<file path="src/rtl/slice_op_pkg.sv">
/*
 * Opcodes and status flags of the non-computational slice
 */
`default_nettype none

package slice_op_pkg;

  // Sign injection and min/max operations
  typedef enum logic [2:0] {
    SGNJ  = 3'd0,
    SGNJN = 3'd1,
    SGNJX = 3'd2,
    FMIN  = 3'd3,
    FMAX  = 3'd4
  } slice_op_e;

  // Flags ordered NV, DZ, OF, UF, NX from MSB down
  typedef logic [4:0] status_t;

  localparam int unsigned NV_BIT = 4; // Invalid operation

endpackage

`default_nettype wire

</file>
<file path="src/rtl/fp_fmt_pkg.sv">
/*
 * Floating-point format definitions for the SIMD slice
 * Encodes FP32 and FP16, their widths and canonical quiet NaNs
 */
`default_nettype none

package fp_fmt_pkg;

  // ------------------------------
  // Formats
  // ------------------------------
  typedef enum logic {
    FP32 = 1'b0,
    FP16 = 1'b1
  } fp_fmt_e;

  localparam int unsigned FP32_WIDTH = 32;
  localparam int unsigned FP16_WIDTH = 16;

  // ------------------------------
  // Canonical NaNs
  // ------------------------------
  localparam logic [31:0] FP32_QNAN = 32'h7FC0_0000; // Positive quiet NaN, zero payload
  localparam logic [15:0] FP16_QNAN = 16'h7E00;

  // Bit width of one element of a format
  function automatic int unsigned fp_width(fp_fmt_e fmt);
    case (fmt)
      FP32:    return FP32_WIDTH;
      default: return FP16_WIDTH;
    endcase
  endfunction

endpackage

`default_nettype wire
</file>
<file path="src/rtl/multifmt_slice.sv">
/*
 * Multi-format SIMD slice for sign injection and min/max
 * Slices operands into lanes, pipelines the results, packs by format
 */
`timescale 1ns/1ps
`default_nettype none

module multifmt_slice #(
  parameter int unsigned Width       = 64,
  parameter int unsigned NumPipeRegs = 2
) (
  input  logic                    clk_i,
  input  logic                    rst_i,
  input  logic [Width-1:0]        op_a_i,
  input  logic [Width-1:0]        op_b_i,
  input  slice_op_pkg::slice_op_e op_i,
  input  fp_fmt_pkg::fp_fmt_e     fmt_i,
  input  logic                    vectorial_i,
  input  logic [Width/16-1:0]     simd_mask_i,
  input  logic                    in_valid_i,
  output logic                    in_ready_o,
  output logic [Width-1:0]        result_o,
  output slice_op_pkg::status_t   status_o,
  output logic                    out_valid_o,
  input  logic                    out_ready_i
);
  import fp_fmt_pkg::*;
  import slice_op_pkg::*;

  localparam int unsigned NumLanes = Width / FP16_WIDTH;
  localparam int unsigned Lanes32  = Width / FP32_WIDTH; // Lanes wide enough for FP32

  logic [Width-1:0]       slot32, slot16;  // Lane results placed per format
  logic [Width-1:0]       lane_result;
  status_t [NumLanes-1:0] lane_status;
  logic [NumLanes-1:0]    lane_active, status_mask;
  logic [Width-1:0]       pipe_result;
  status_t [NumLanes-1:0] pipe_status;
  logic [NumLanes-1:0]    pipe_mask;
  fp_fmt_e                pipe_fmt;
  logic                   pipe_vec;

  // ------------------------------
  // Lanes
  // ------------------------------
  for (genvar i = 0; i < NumLanes; i++) begin : gen_lanes
    localparam int unsigned LaneWidth = (i < Lanes32) ? FP32_WIDTH : FP16_WIDTH;

    logic [Width-1:0]     a_shift, b_shift;
    logic [LaneWidth-1:0] lane_res;

    assign a_shift = op_a_i >> (i * fp_width(fmt_i)); // Element i of the current format
    assign b_shift = op_b_i >> (i * fp_width(fmt_i));

    noncomp_lane #(
      .LaneWidth ( LaneWidth )
    ) i_noncomp_lane (
      .a_i      ( a_shift[LaneWidth-1:0] ),
      .b_i      ( b_shift[LaneWidth-1:0] ),
      .op_i     ( op_i                   ),
      .fmt_i    ( fmt_i                  ),
      .result_o ( lane_res               ),
      .status_o ( lane_status[i]         )
    );

    assign slot16[i*16 +: 16] = lane_res[15:0];
    if (i < Lanes32) begin : gen_slot32
      assign slot32[i*32 +: 32] = lane_res[31:0];
    end

    // Upper lanes only work on vectors that reach them
    assign lane_active[i] = (i == 0) ||
                            (vectorial_i && (i < ((fmt_i == FP32) ? Lanes32 : NumLanes)));
  end

  assign lane_result = (fmt_i == FP32) ? slot32 : slot16;
  assign status_mask = lane_active & simd_mask_i;

  slice_pipe #(
    .NumPipeRegs ( NumPipeRegs ),
    .NumLanes    ( NumLanes    )
  ) i_slice_pipe (
    .clk_i,
    .rst_i,
    .in_valid_i,
    .in_ready_o,
    .lane_result_i ( lane_result ),
    .lane_status_i ( lane_status ),
    .status_mask_i ( status_mask ),
    .fmt_i,
    .vectorial_i,
    .out_valid_o,
    .out_ready_i,
    .lane_result_o ( pipe_result ),
    .lane_status_o ( pipe_status ),
    .status_mask_o ( pipe_mask   ),
    .fmt_o         ( pipe_fmt    ),
    .vectorial_o   ( pipe_vec    )
  );

  result_packer #(
    .Width ( Width )
  ) i_result_packer (
    .lane_result_i ( pipe_result ),
    .lane_status_i ( pipe_status ),
    .status_mask_i ( pipe_mask   ),
    .fmt_i         ( pipe_fmt    ),
    .vectorial_i   ( pipe_vec    ),
    .result_o,
    .status_o
  );

endmodule

`default_nettype wire

</file>
<file path="src/rtl/result_packer.sv">
/*
 * Result packing at the slice output
 * NaN-boxes scalar and unused fields with ones, ORs masked lane flags
 */
`timescale 1ns/1ps
`default_nettype none

module result_packer #(
  parameter  int unsigned Width    = 64,
  localparam int unsigned NumLanes = Width / fp_fmt_pkg::FP16_WIDTH
) (
  input  logic [Width-1:0]                     lane_result_i,
  input  slice_op_pkg::status_t [NumLanes-1:0] lane_status_i,
  input  logic [NumLanes-1:0]                  status_mask_i,
  input  fp_fmt_pkg::fp_fmt_e                  fmt_i,
  input  logic                                 vectorial_i,
  output logic [Width-1:0]                     result_o,
  output slice_op_pkg::status_t                status_o
);
  import fp_fmt_pkg::*;
  import slice_op_pkg::*;

  localparam int unsigned NumFormats = 2;

  logic [NumFormats-1:0][Width-1:0] fmt_result; // Packed candidate per format

  // ------------------------------
  // Per-format packing
  // ------------------------------
  for (genvar f = 0; f < NumFormats; f++) begin : gen_formats
    localparam int unsigned FmtWidth = fp_width(fp_fmt_e'(f));
    localparam int unsigned FmtLanes = Width / FmtWidth;

    // Lane 0 always carries data, upper fields only for vector results
    for (genvar j = 0; j < FmtLanes; j++) begin : gen_fields
      assign fmt_result[f][j*FmtWidth +: FmtWidth] =
          ((j == 0) || vectorial_i) ? lane_result_i[j*FmtWidth +: FmtWidth] : '1;
    end
  end

  assign result_o = fmt_result[fmt_i];

  // ------------------------------
  // Status collapse
  // ------------------------------
  always_comb begin : status_collapse
    status_o = '0;
    for (int i = 0; i < int'(NumLanes); i++) begin
      if (status_mask_i[i]) begin
        status_o = status_o | lane_status_i[i];
      end
    end
  end

endmodule

`default_nettype wire

</file>
<file path="src/rtl/slice_pipe.sv">
/*
 * Shared valid/ready pipeline for all lanes of the slice
 * One valid chain keeps the lanes in lockstep under back-pressure
 */
`timescale 1ns/1ps
`default_nettype none

module slice_pipe #(
  parameter  int unsigned NumPipeRegs = 2,
  parameter  int unsigned NumLanes    = 4,
  localparam int unsigned Width       = NumLanes * fp_fmt_pkg::FP16_WIDTH
) (
  input  logic                                  clk_i,
  input  logic                                  rst_i,
  input  logic                                  in_valid_i,
  output logic                                  in_ready_o,
  input  logic [Width-1:0]                      lane_result_i,
  input  slice_op_pkg::status_t [NumLanes-1:0]  lane_status_i,
  input  logic [NumLanes-1:0]                   status_mask_i,
  input  fp_fmt_pkg::fp_fmt_e                   fmt_i,
  input  logic                                  vectorial_i,
  output logic                                  out_valid_o,
  input  logic                                  out_ready_i,
  output logic [Width-1:0]                      lane_result_o,
  output slice_op_pkg::status_t [NumLanes-1:0]  lane_status_o,
  output logic [NumLanes-1:0]                   status_mask_o,
  output fp_fmt_pkg::fp_fmt_e                   fmt_o,
  output logic                                  vectorial_o
);
  import fp_fmt_pkg::*;
  import slice_op_pkg::*;

  // Index i holds the item after i register stages
  logic                   valid_q  [0:NumPipeRegs];
  logic                   ready    [0:NumPipeRegs];
  logic [Width-1:0]       result_q [0:NumPipeRegs];
  status_t [NumLanes-1:0] status_q [0:NumPipeRegs];
  logic [NumLanes-1:0]    mask_q   [0:NumPipeRegs];
  fp_fmt_e                fmt_q    [0:NumPipeRegs];
  logic                   vec_q    [0:NumPipeRegs];

  assign valid_q[0]  = in_valid_i;
  assign result_q[0] = lane_result_i;
  assign status_q[0] = lane_status_i;
  assign mask_q[0]   = status_mask_i;
  assign fmt_q[0]    = fmt_i;
  assign vec_q[0]    = vectorial_i;

  // ------------------------------
  // Register stages
  // ------------------------------
  for (genvar i = 0; i < NumPipeRegs; i++) begin : gen_stages
    logic stage_ena;

    // Advance when downstream takes the item or only holds a bubble
    assign ready[i]  = ready[i+1] | ~valid_q[i+1];
    assign stage_ena = ready[i] & valid_q[i]; // Payload moves only with a real item

    always_ff @(posedge clk_i) begin
      if (rst_i) begin
        valid_q[i+1] <= 1'b0;
      end else if (ready[i]) begin
        valid_q[i+1] <= valid_q[i];
      end
    end

    always_ff @(posedge clk_i) begin
      if (stage_ena) begin
        result_q[i+1] <= result_q[i];
        status_q[i+1] <= status_q[i];
        mask_q[i+1]   <= mask_q[i];
        fmt_q[i+1]    <= fmt_q[i];
        vec_q[i+1]    <= vec_q[i];
      end
    end
  end

  assign ready[NumPipeRegs] = out_ready_i; // Driven by downstream
  assign in_ready_o         = ready[0];
  assign out_valid_o        = valid_q[NumPipeRegs];
  assign lane_result_o      = result_q[NumPipeRegs];
  assign lane_status_o      = status_q[NumPipeRegs];
  assign status_mask_o      = mask_q[NumPipeRegs];
  assign fmt_o              = fmt_q[NumPipeRegs];
  assign vectorial_o        = vec_q[NumPipeRegs];

endmodule

`default_nettype wire

</file>
<file path="src/rtl/noncomp_lane.sv">
/*
 * One lane of the slice: sign injection and IEEE minNum/maxNum
 * Purely combinational, FP16 results in a 32-bit lane are NaN-boxed
 */
`timescale 1ns/1ps
`default_nettype none

module noncomp_lane #(
  parameter int unsigned LaneWidth = 32
) (
  input  logic [LaneWidth-1:0]    a_i,
  input  logic [LaneWidth-1:0]    b_i,
  input  slice_op_pkg::slice_op_e op_i,
  input  fp_fmt_pkg::fp_fmt_e     fmt_i,
  output logic [LaneWidth-1:0]    result_o,
  output slice_op_pkg::status_t   status_o
);
  import fp_fmt_pkg::*;
  import slice_op_pkg::*;

  logic        is_fp32;
  logic [31:0] a_ext, b_ext;
  logic        sign_a, sign_b;
  logic [30:0] mag_a, mag_b;
  logic [30:0] inf_mag;
  logic        nan_a, nan_b;
  logic        snan_a, snan_b;
  logic        a_lt_b;
  logic [31:0] qnan;
  logic [31:0] res_ext;

  // Rebuild an element from sign and magnitude, boxing FP16 with ones
  function automatic logic [31:0] box(input logic fp32, input logic sign,
                                      input logic [30:0] mag);
    return fp32 ? {sign, mag} : {16'hFFFF, sign, mag[14:0]};
  endfunction

  // ------------------------------
  // Field extraction
  // ------------------------------
  assign is_fp32 = (LaneWidth == FP32_WIDTH) && (fmt_i == FP32); // 16-bit lanes are FP16 only
  assign a_ext   = 32'(a_i);
  assign b_ext   = 32'(b_i);

  assign sign_a  = is_fp32 ? a_ext[31] : a_ext[15];
  assign sign_b  = is_fp32 ? b_ext[31] : b_ext[15];
  assign mag_a   = is_fp32 ? a_ext[30:0] : {16'b0, a_ext[14:0]};
  assign mag_b   = is_fp32 ? b_ext[30:0] : {16'b0, b_ext[14:0]};
  assign inf_mag = is_fp32 ? 31'h7F80_0000 : 31'h0000_7C00;
  assign qnan    = is_fp32 ? FP32_QNAN : {16'hFFFF, FP16_QNAN};

  // Any magnitude above infinity is a NaN, a clear MSB of the mantissa makes it signaling
  assign nan_a  = mag_a > inf_mag;
  assign nan_b  = mag_b > inf_mag;
  assign snan_a = nan_a & ~(is_fp32 ? a_ext[22] : a_ext[9]);
  assign snan_b = nan_b & ~(is_fp32 ? b_ext[22] : b_ext[9]);

  // Sign-magnitude ordering, -0 sorts below +0
  always_comb begin : compare
    if (sign_a != sign_b) begin
      a_lt_b = sign_a;
    end else if (sign_a) begin
      a_lt_b = mag_a > mag_b; // Both negative
    end else begin
      a_lt_b = mag_a < mag_b;
    end
  end

  // ------------------------------
  // Operation select
  // ------------------------------
  always_comb begin : op_select
    res_ext  = box(is_fp32, sign_a, mag_a);
    status_o = '0;
    case (op_i)
      SGNJ:  res_ext = box(is_fp32, sign_b, mag_a);
      SGNJN: res_ext = box(is_fp32, ~sign_b, mag_a);
      SGNJX: res_ext = box(is_fp32, sign_a ^ sign_b, mag_a);
      FMIN, FMAX: begin
        status_o[NV_BIT] = snan_a | snan_b;
        if (nan_a && nan_b) begin
          res_ext = qnan;
        end else if (nan_a) begin
          res_ext = box(is_fp32, sign_b, mag_b); // Only a is NaN
        end else if (nan_b) begin
          res_ext = box(is_fp32, sign_a, mag_a);
        end else if ((op_i == FMIN) ? a_lt_b : ~a_lt_b) begin
          res_ext = box(is_fp32, sign_a, mag_a);
        end else begin
          res_ext = box(is_fp32, sign_b, mag_b);
        end
      end
      default: ;
    endcase
  end

  assign result_o = res_ext[LaneWidth-1:0];

endmodule

`default_nettype wire

</file>
<file path="config.mk">
export PLATFORM = sky130hd
export DESIGN_NAME = multifmt_slice
export DESIGN_NICKNAME = d
export VERILOG_FILES = /design/src/rtl/slice_op_pkg.sv /design/src/rtl/fp_fmt_pkg.sv /design/src/rtl/multifmt_slice.sv /design/src/rtl/result_packer.sv /design/src/rtl/slice_pipe.sv /design/src/rtl/noncomp_lane.sv
export SDC_FILE = /design/constraint.sdc
export NUM_CORES = 1
export LEC_CHECK = 0
export BUFFER_PORTS_ARGS = -buffer_cell sky130_fd_sc_hd__buf_2
export CELL_PAD_IN_SITES_DETAIL_PLACEMENT = 0
export CELL_PAD_IN_SITES_GLOBAL_PLACEMENT = 2
export CORE_ASPECT_RATIO = 0.5
export CORE_MARGIN = 1
export CORE_UTILIZATION = 32
export DETAILED_ROUTE_END_ITERATION = 12
export GPL_TIMING_DRIVEN = 0
export PLACE_DENSITY = 0.81
export SYNTH_ARGS = -nofsm -noshare
export SYNTH_HDL_FRONTEND = slang
export SYNTH_SLANG_ARGS = --single-unit
</file>
<file path="constraint.sdc">
create_clock -name clk_i -period 5.5 [get_ports clk_i]
set_clock_uncertainty 0.2 [all_clocks]
set_input_delay 0.825 -clock clk_i [delete_from_list [all_inputs] [get_ports clk_i]]
set_output_delay 0.825 -clock clk_i [all_outputs]
set_load 0.05 [all_outputs]
</file>
==> run metrics, run 1 <==
status completed; clock buffer depth 2; Syn Inst Count 1202; DP Worst Slack -2.713 ns; Setup WS post-layout 0.1362 ns; sequential area share after synthesis 0.3898; drt drc 0; met2 routed WL 21.02 mm; first-pass GRT wire length 65.92 mm; Layout Utilization 0.4069; ratio of cells with drive above 1 in the final layout 0.2498; synthesis-to-layout area growth 23.64%; Setup crit end kind register; grt ovf 0; r2r endpoint i_slice_pipe.result_q[120]$_DFFE_PP_; Max-Cap Viols 0; fraction of the cycle the final worst path needs 0.9752; Worst Tran Pin Value 1.278 ns; vias in the first global route 10.25k; CP arrival 5.34 ns; Rows 48; synthesized area 11500 sq um; Total Power 3.665 mW; dominant cells by area after synthesis edfxtp_1, ha_1, nand2_1, a21oi_1, mux2i_1; Max VDD drop 204.3 uV; CP Class in -> reg; HP Start i_slice_pipe.result_q[111]$_DFFE_PP_; metal3 WL 2.349 mm; Slew Limit Headroom 0.1425; Reg2Reg Setup Slack 3.60 ns; core footprint 34950 sq um; largest net degree at the start of global routing 45; Avg WL per Cell 23.36 microns; hold path endpoint i_slice_pipe.lane_result_o[47]$_DFFE_PP_; hold crit path type reg -> reg; Placer Congestion 0.9824; Die H 136.1 microns; CTS buffer count 17; Final setup viols 0; WHS 0.2140 ns; Syn Area/Cell 9.570 sq um; clock root cell clkbuf_16; worst endpoint required time 5.47 ns; Tmin final 5.364 ns; initial core utilization 0.3291; worst-skew pair later-pin latency 0.43 ns; Vias/cell 5.516; number of flops mapped to enable cells by yosys 148; final wirelength 44.94 mm; I/O pin cnt 212; Final ANT Viol Nets 0; HPWL Detailed 36.71 mm; H-tree Lvls 4; diodes inserted 0; IO buf count 204; post-synthesis async set-or-reset flop share 0; drt first pass iters 5; CTS sink cnt 150; clk slew on worst S/H paths 0.07 ns; Yosys warnings 0; initial antenna violation count 0; Worst Hold Path Cells 0; Top FF cell, synth edfxtp_1; crit path max fanout 19; R2R depth 4; setup_tns 0 ns; cell taking the most area after synthesis edfxtp_1; vias 10.61k; Netlist cell types 85; Net count, final 1688; power density over the cells 257.7 nW/um^2; total track usage 0.2448; die footprint 36760 sq um; Post-Route M1 WL 20.89 mm; CTS hold repair buffers 0; startpoint types input pin; endpoints failing hold 0; RSZ-0062 raised after global routing false; die width 270.1 microns; Synth top area share 0.3863; Yosys reg bits 150; DRT iter0 DRCs 1076; Pins Over Slew Limit 0; top sig layer met4; r2r startpoint i_slice_pipe.out_valid_o$_SDFFE_PP0P_; Achievable Freq 0.1864 GHz; CTS tree built; Leakage Power 5.885 nW
[area by class of cell]
cell class              instances  area [sq um]
well taps                     475         594.3
clock buffers                  20         446.7
multi-input cells             930          6570
inverters                      49         183.9
clock inverters                12         191.4
repair buffers                216          1175
fillers                      3547         20730
flip-flops and latches        150          4484
plain buffers                  72         576.8
[per-layer routing]
metal | track usage | up-vias
li1 | - | 4948
met1 | 0.3370 | 5223
met2 | 0.4080 | 388
met3 | 0.03568 | 53
met4 | 0.05208 | 0
met5 | 0 | -
[through the flow]
| stage | instance area [sq um] | std cells |
|---|---|---|
| detailed placement | 13210 | 1887 |
| finish | 14220 | 1924 |
| global placement | 13140 | 1884 |
| global route | 14220 | 1924 |
| CTS | 14110 | 1921 |
| floorplan | 11520 | 1205 |
[cell families after synthesis]
| kind of cell | Yosys count | share of synthesized area |
|---|---|---|
| XOR/XNOR | 5 | 0.003808 |
| AO/OA/AOI/OAI | 276 | 0.1642 |
| adder cells (fa/ha/maj) | 111 | 0.1207 |
| multiplexers | 59 | 0.05351 |
| AND/OR/NAND/NOR | 475 | 0.2141 |
| buffers and inverters | 125 | 0.05351 |
| other | 1 | 0.0003260 |
| flip-flops | 150 | 0.3898 |
[power breakdown]
part / switching [mW] / internal [mW]
clock: 0.486 / 0.780
sequential: 0.0197 / 1.36
combinational: 0.655 / 0.361
total: 1.16 / 2.50
[flip-flops by register name, indices dropped and copies added (netlist names)]
register                    flops
i_slice_pipe.fmt_o              1
i_slice_pipe.fmt_q              1
i_slice_pipe.lane_result_o     64
i_slice_pipe.lane_status_o      4
i_slice_pipe.mask_q             4
i_slice_pipe.out_valid_o        1
i_slice_pipe.result_q          64
i_slice_pipe.status_mask_o      4
i_slice_pipe.status_q           4
i_slice_pipe.valid_q            1
i_slice_pipe.vec_q              1
i_slice_pipe.vectorial_o        1
[worst max path at each step]
stage	endpoint	cells past startpoint	startpoint	slack, ns
global placement	i_slice_pipe.result_q[94]$_DFFE_PP_	21	fmt_i	-2.75
floorplan	i_slice_pipe.result_q[126]$_DFFE_PP_	19	fmt_i	0.06
global route	i_slice_pipe.result_q[73]$_DFFE_PP_	20	fmt_i	0.02
CTS	i_slice_pipe.result_q[96]$_DFFE_PP_	19	fmt_i	0.002
detailed placement	i_slice_pipe.result_q[94]$_DFFE_PP_	21	fmt_i	-2.71
finish	i_slice_pipe.result_q[73]$_DFFE_PP_	20	fmt_i	0.14
[layout by cell type, fill, tap and decap left out, types with 7 or more instances in the layout]
| cell | instances |
|---|---|
| a221oi_1 | 13 |
| inv_1 | 48 |
| o22a_1 | 7 |
| nor2_1 | 62 |
| a221o_1 | 8 |
| nor3_1 | 22 |
| and3_1 | 9 |
| buf_6 | 8 |
| nand3_1 | 16 |
| o21ai_0 | 53 |
| clkbuf_1 | 18 |
| buf_4 | 29 |
| a21oi_1 | 83 |
| nand4_1 | 33 |
| clkbuf_8 | 7 |
| clkbuf_16 | 17 |
| buf_2 | 210 |
| a22oi_1 | 8 |
| o21a_1 | 7 |
| nand2b_1 | 57 |
| nor2b_1 | 45 |
| edfxtp_1 | 148 |
| mux2_2 | 20 |
| o211ai_1 | 9 |
| a22o_1 | 9 |
| and2_1 | 28 |
| nor4_1 | 17 |
| mux2i_1 | 31 |
| nand2_1 | 148 |
| ha_1 | 111 |
| a21boi_0 | 7 |
[critical path, stage by stage]
cell	delay, ns
buf_6	0.18
buf_12	0.18
buf_12	0.17
buf_8	0.19
buf_8	0.18
clkbuf_8	0.21
clkbuf_8	0.21
clkbuf_8	0.22
nor2_1	0.09
ha_1	0.30
nand4_1	0.16
nor4_1	0.51
and4_1	0.42
a21o_2	0.15
nor4b_1	0.05
or4_1	0.51
buf_6	0.17
and2_4	0.14
buf_6	0.13
a221o_1	0.31
[cell usage after synthesis, types with 4 or more instances]
library cell	instances
edfxtp_1	148
nand2_1	148
ha_1	111
a21oi_1	84
nor2_1	63
nand2b_1	57
o21ai_0	53
inv_1	48
nor2b_1	46
mux2i_1	39
nand4_1	33
and2_1	29
clkbuf_1	27
nor3_1	22
buf_4	21
mux2_2	20
nor4_1	18
a221oi_1	16
nand3_1	16
buf_2	12
a22o_1	9
a22oi_1	9
and3_1	9
buf_1	9
o211ai_1	9
a221o_1	8
a21boi_0	7
o21a_1	7
o22a_1	7
a21o_1	6
nor4b_1	6
a2bb2oi_1	5
a31oi_1	5
a32oi_1	5
buf_6	5
o22ai_1	5
nand3b_1	4
o41ai_1	4
or3_1	4
or4_1	4
[repair_timing]
item / 4_1_cts / 5_1_grt
pin swaps: 2 / 5
gates resized for setup: 69 / 22
setup buffers: 3 / 6
setup endpoints to repair: 66 / 62
Power figures use the tool's default switching activity.
==> run 2, diff against run 1 <==
--- a/config.mk
+++ b/config.mk
@@ -8,9 +8,10 @@
 export BUFFER_PORTS_ARGS = -buffer_cell sky130_fd_sc_hd__buf_2
 export CELL_PAD_IN_SITES_DETAIL_PLACEMENT = 0
 export CELL_PAD_IN_SITES_GLOBAL_PLACEMENT = 2
-export CORE_ASPECT_RATIO = 0.5
+export CORE_ASPECT_RATIO = 1.1
 export CORE_MARGIN = 1
 export CORE_UTILIZATION = 32
+export CTS_CLUSTER_SIZE = 8
 export DETAILED_ROUTE_END_ITERATION = 12
 export GPL_TIMING_DRIVEN = 0
 export PLACE_DENSITY = 0.81
==> run 2 against run 1 <==
Compared with the run above: first-iteration DRC count down 30%; via count down 1.8%; setup slack worse by 0.10 ns; routed wire length down 7.0%; sequential cell count unchanged; final area up 0.14%; clock-buffer cell count down 3; sequential power about the same; worst hold slack worse by 0.0015 ns; critical path depth down 2; critical path type unchanged.
==> run metrics, run 2 (synthesis gave the netlist of run 1 again) <==
vias 10.42k (was 10.61k); Setup WS post-layout 0.03403 ns (was 0.1362 ns); dpl cells 1893 (was 1887); Final ANT Viol Nets 0 (unchanged); area post-placement 13230 sq um (was 13210 sq um); first-pass GRT wire length 62.09 mm (was 65.92 mm); clock root cell clkbuf_16 (unchanged); status completed (unchanged); synthesis-to-layout area growth 23.81% (was 23.64%); clock buffer depth 2 (unchanged); DRT iter0 DRCs 749 (was 1076); DP Worst Slack -2.596 ns (was -2.713 ns); CP arrival 5.50 ns (was 5.34 ns); drt first pass iters 7 (was 5); grt ovf 0 (unchanged); I/O pin cnt 212 (unchanged); die width 182.8 microns (was 270.1 microns); Worst Hold Path Cells 0 (unchanged); Pins Over Slew Limit 0 (unchanged); largest net degree at the start of global routing 53 (was 45); Achievable Freq 0.1830 GHz (was 0.1864 GHz); Rows 72 (was 48); IO buf count 204 (unchanged); Final setup viols 0 (unchanged); Slew Limit Headroom 0.2680 (was 0.1425); core footprint 35310 sq um (was 34950 sq um); commonest non-fill, non-tap cell in the layout buf_2 (unchanged); R2R depth 4 (unchanged); initial antenna violation count 4 (was 0); Setup crit end kind register (unchanged); CTS buffer count 17 (unchanged); startpoint types input pin (unchanged); Placer Congestion 0.9197 (was 0.9824); Net count, final 1686 (was 1688); HPWL Detailed 33.36 mm (was 36.71 mm); Worst Tran Pin Value 1.091 ns (was 1.278 ns); Max VDD drop 209.2 uV (was 204.3 uV); final wirelength 41.78 mm (was 44.94 mm); Die H 200.9 microns (was 136.1 microns); crit path max fanout 19 (unchanged); final cell count without fillers 1930 (was 1924); vias in the first global route 10.17k (was 10.25k); Max-Cap Viols 0 (unchanged); Finished Cell Area 14240 sq um (was 14220 sq um); hold crit path type reg -> reg (unchanged); CP Class in -> reg (unchanged); CTS sink cnt 150 (unchanged); clk slew on worst S/H paths 0.07 ns (about the same); fraction of the cycle the final worst path needs 0.9938 (was 0.9752); Leakage Power 5.858 nW (was 5.885 nW); most frequent cells in the layout buf_2, nand2_1, edfxtp_1 (unchanged); Tmin final 5.466 ns (was 5.364 ns); Avg WL per Cell 21.65 microns (was 23.36 microns); CTS tree built (unchanged); RSZ-0062 raised after global routing false (unchanged); power density over the cells 250.5 nW/um^2 (was 257.7 nW/um^2); worst endpoint required time 5.54 ns (was 5.47 ns); ratio of cells with drive above 1 in the final layout 0.2526 (was 0.2498); initial core utilization 0.3258 (was 0.3291); Vias/cell 5.398 (was 5.516); endpoints failing hold 0 (unchanged); die footprint 36710 sq um (was 36760 sq um); drt drc 0 (unchanged); total track usage 0.2280 (was 0.2448); worst-skew pair later-pin latency 0.44 ns (was 0.43 ns); Layout Utilization 0.4033 (was 0.4069); H-tree Lvls 4 (unchanged)
-- run 2: cell count changes in the layout (fill, tap and decap cells not counted), sizes merged --
cell,change
clkbuf,-6
diode,+4
clkinv,+2
clkinvlp,+2
inv,-2
buf,+1
bufinv,-1
-- run 2: area by class of cell --
cell class | count | area [sq um]
inverter | 49 | 183.9
clock buffer | 17 | 425.4
sequential | 150 | 4484
antenna | 4 | 10.01
clock inverter | 13 | 157.7
tap | 481 | 601.8
buffer | 73 | 551.8
multi-input combinational | 930 | 6680
fill | 3614 | 21070
timing repair buffer | 213 | 1147
-- run 2: metal layers --
metal / vias up / global-route usage / share of wire
li1: 4946 / - / -
met1: 5001 / 0.3040 / 0.44
met2: 410 / 0.3689 / 0.47
met5: - / 0 / 0
met4: 0 / 0.09762 / 0.033
met3: 61 / 0.03084 / 0.059
-- run 2: worst paths after layout --
| check | from | end | slack, ns |
|---|---|---|---|
| min | i_slice_pipe.result_q[114]$_DFFE_PP_ | i_slice_pipe.lane_result_o[50]$_DFFE_PP_ | 0.21 |
| max | fmt_i | i_slice_pipe.result_q[127]$_DFFE_PP_ | 0.03 |
| max reg2reg | i_slice_pipe.out_valid_o$_SDFFE_PP0P_ | i_slice_pipe.lane_result_o[15]$_DFFE_PP_ | 3.46 |
| min reg2reg | i_slice_pipe.result_q[114]$_DFFE_PP_ | i_slice_pipe.lane_result_o[50]$_DFFE_PP_ | 0.21 |
-- run 2: where the power goes --
part	internal, mW	total (mW)	switching [mW]
logic	0.363	0.998	0.635
registers	1.36	1.38	0.0201
clock network	0.706	1.19	0.482
total	2.43	3.57	1.14
-- run 2: what timing repair did --
action	CTS	global route
gates resized for setup	72	28
pin swaps	6	5
hold buffers	0	0
endpoints found under the setup margin	66	62
buffers inserted	5	1
gates cloned	0	0
-- run 2: critical path: stages --
cell      delay, ns
buf_6          0.19
buf_12         0.19
buf_6          0.19
buf_12         0.19
buf_8          0.18
buf_6          0.20
buf_8          0.18
mux2i_1        0.20
ha_1           0.26
a21o_1         0.17
a221o_1        0.37
a221oi_4       0.36
o21ai_2        0.16
a311o_1        0.43
or4_4          0.46
nand3b_4       0.17
mux2_2         0.38
a221oi_4       0.36
-- run 2: through the flow --
step           total power [mW]  TNS (ns)  hold WS (ns)
2_1_floorplan             1.999         0        0.2003
3_3_place_gp              2.323   -225.93        0.2005
3_5_place_dp              2.334   -152.05        0.2045
4_1_cts                   3.564         0        0.2132
5_1_grt                   3.726         0        0.2205
6_report                  3.568         0        0.2125
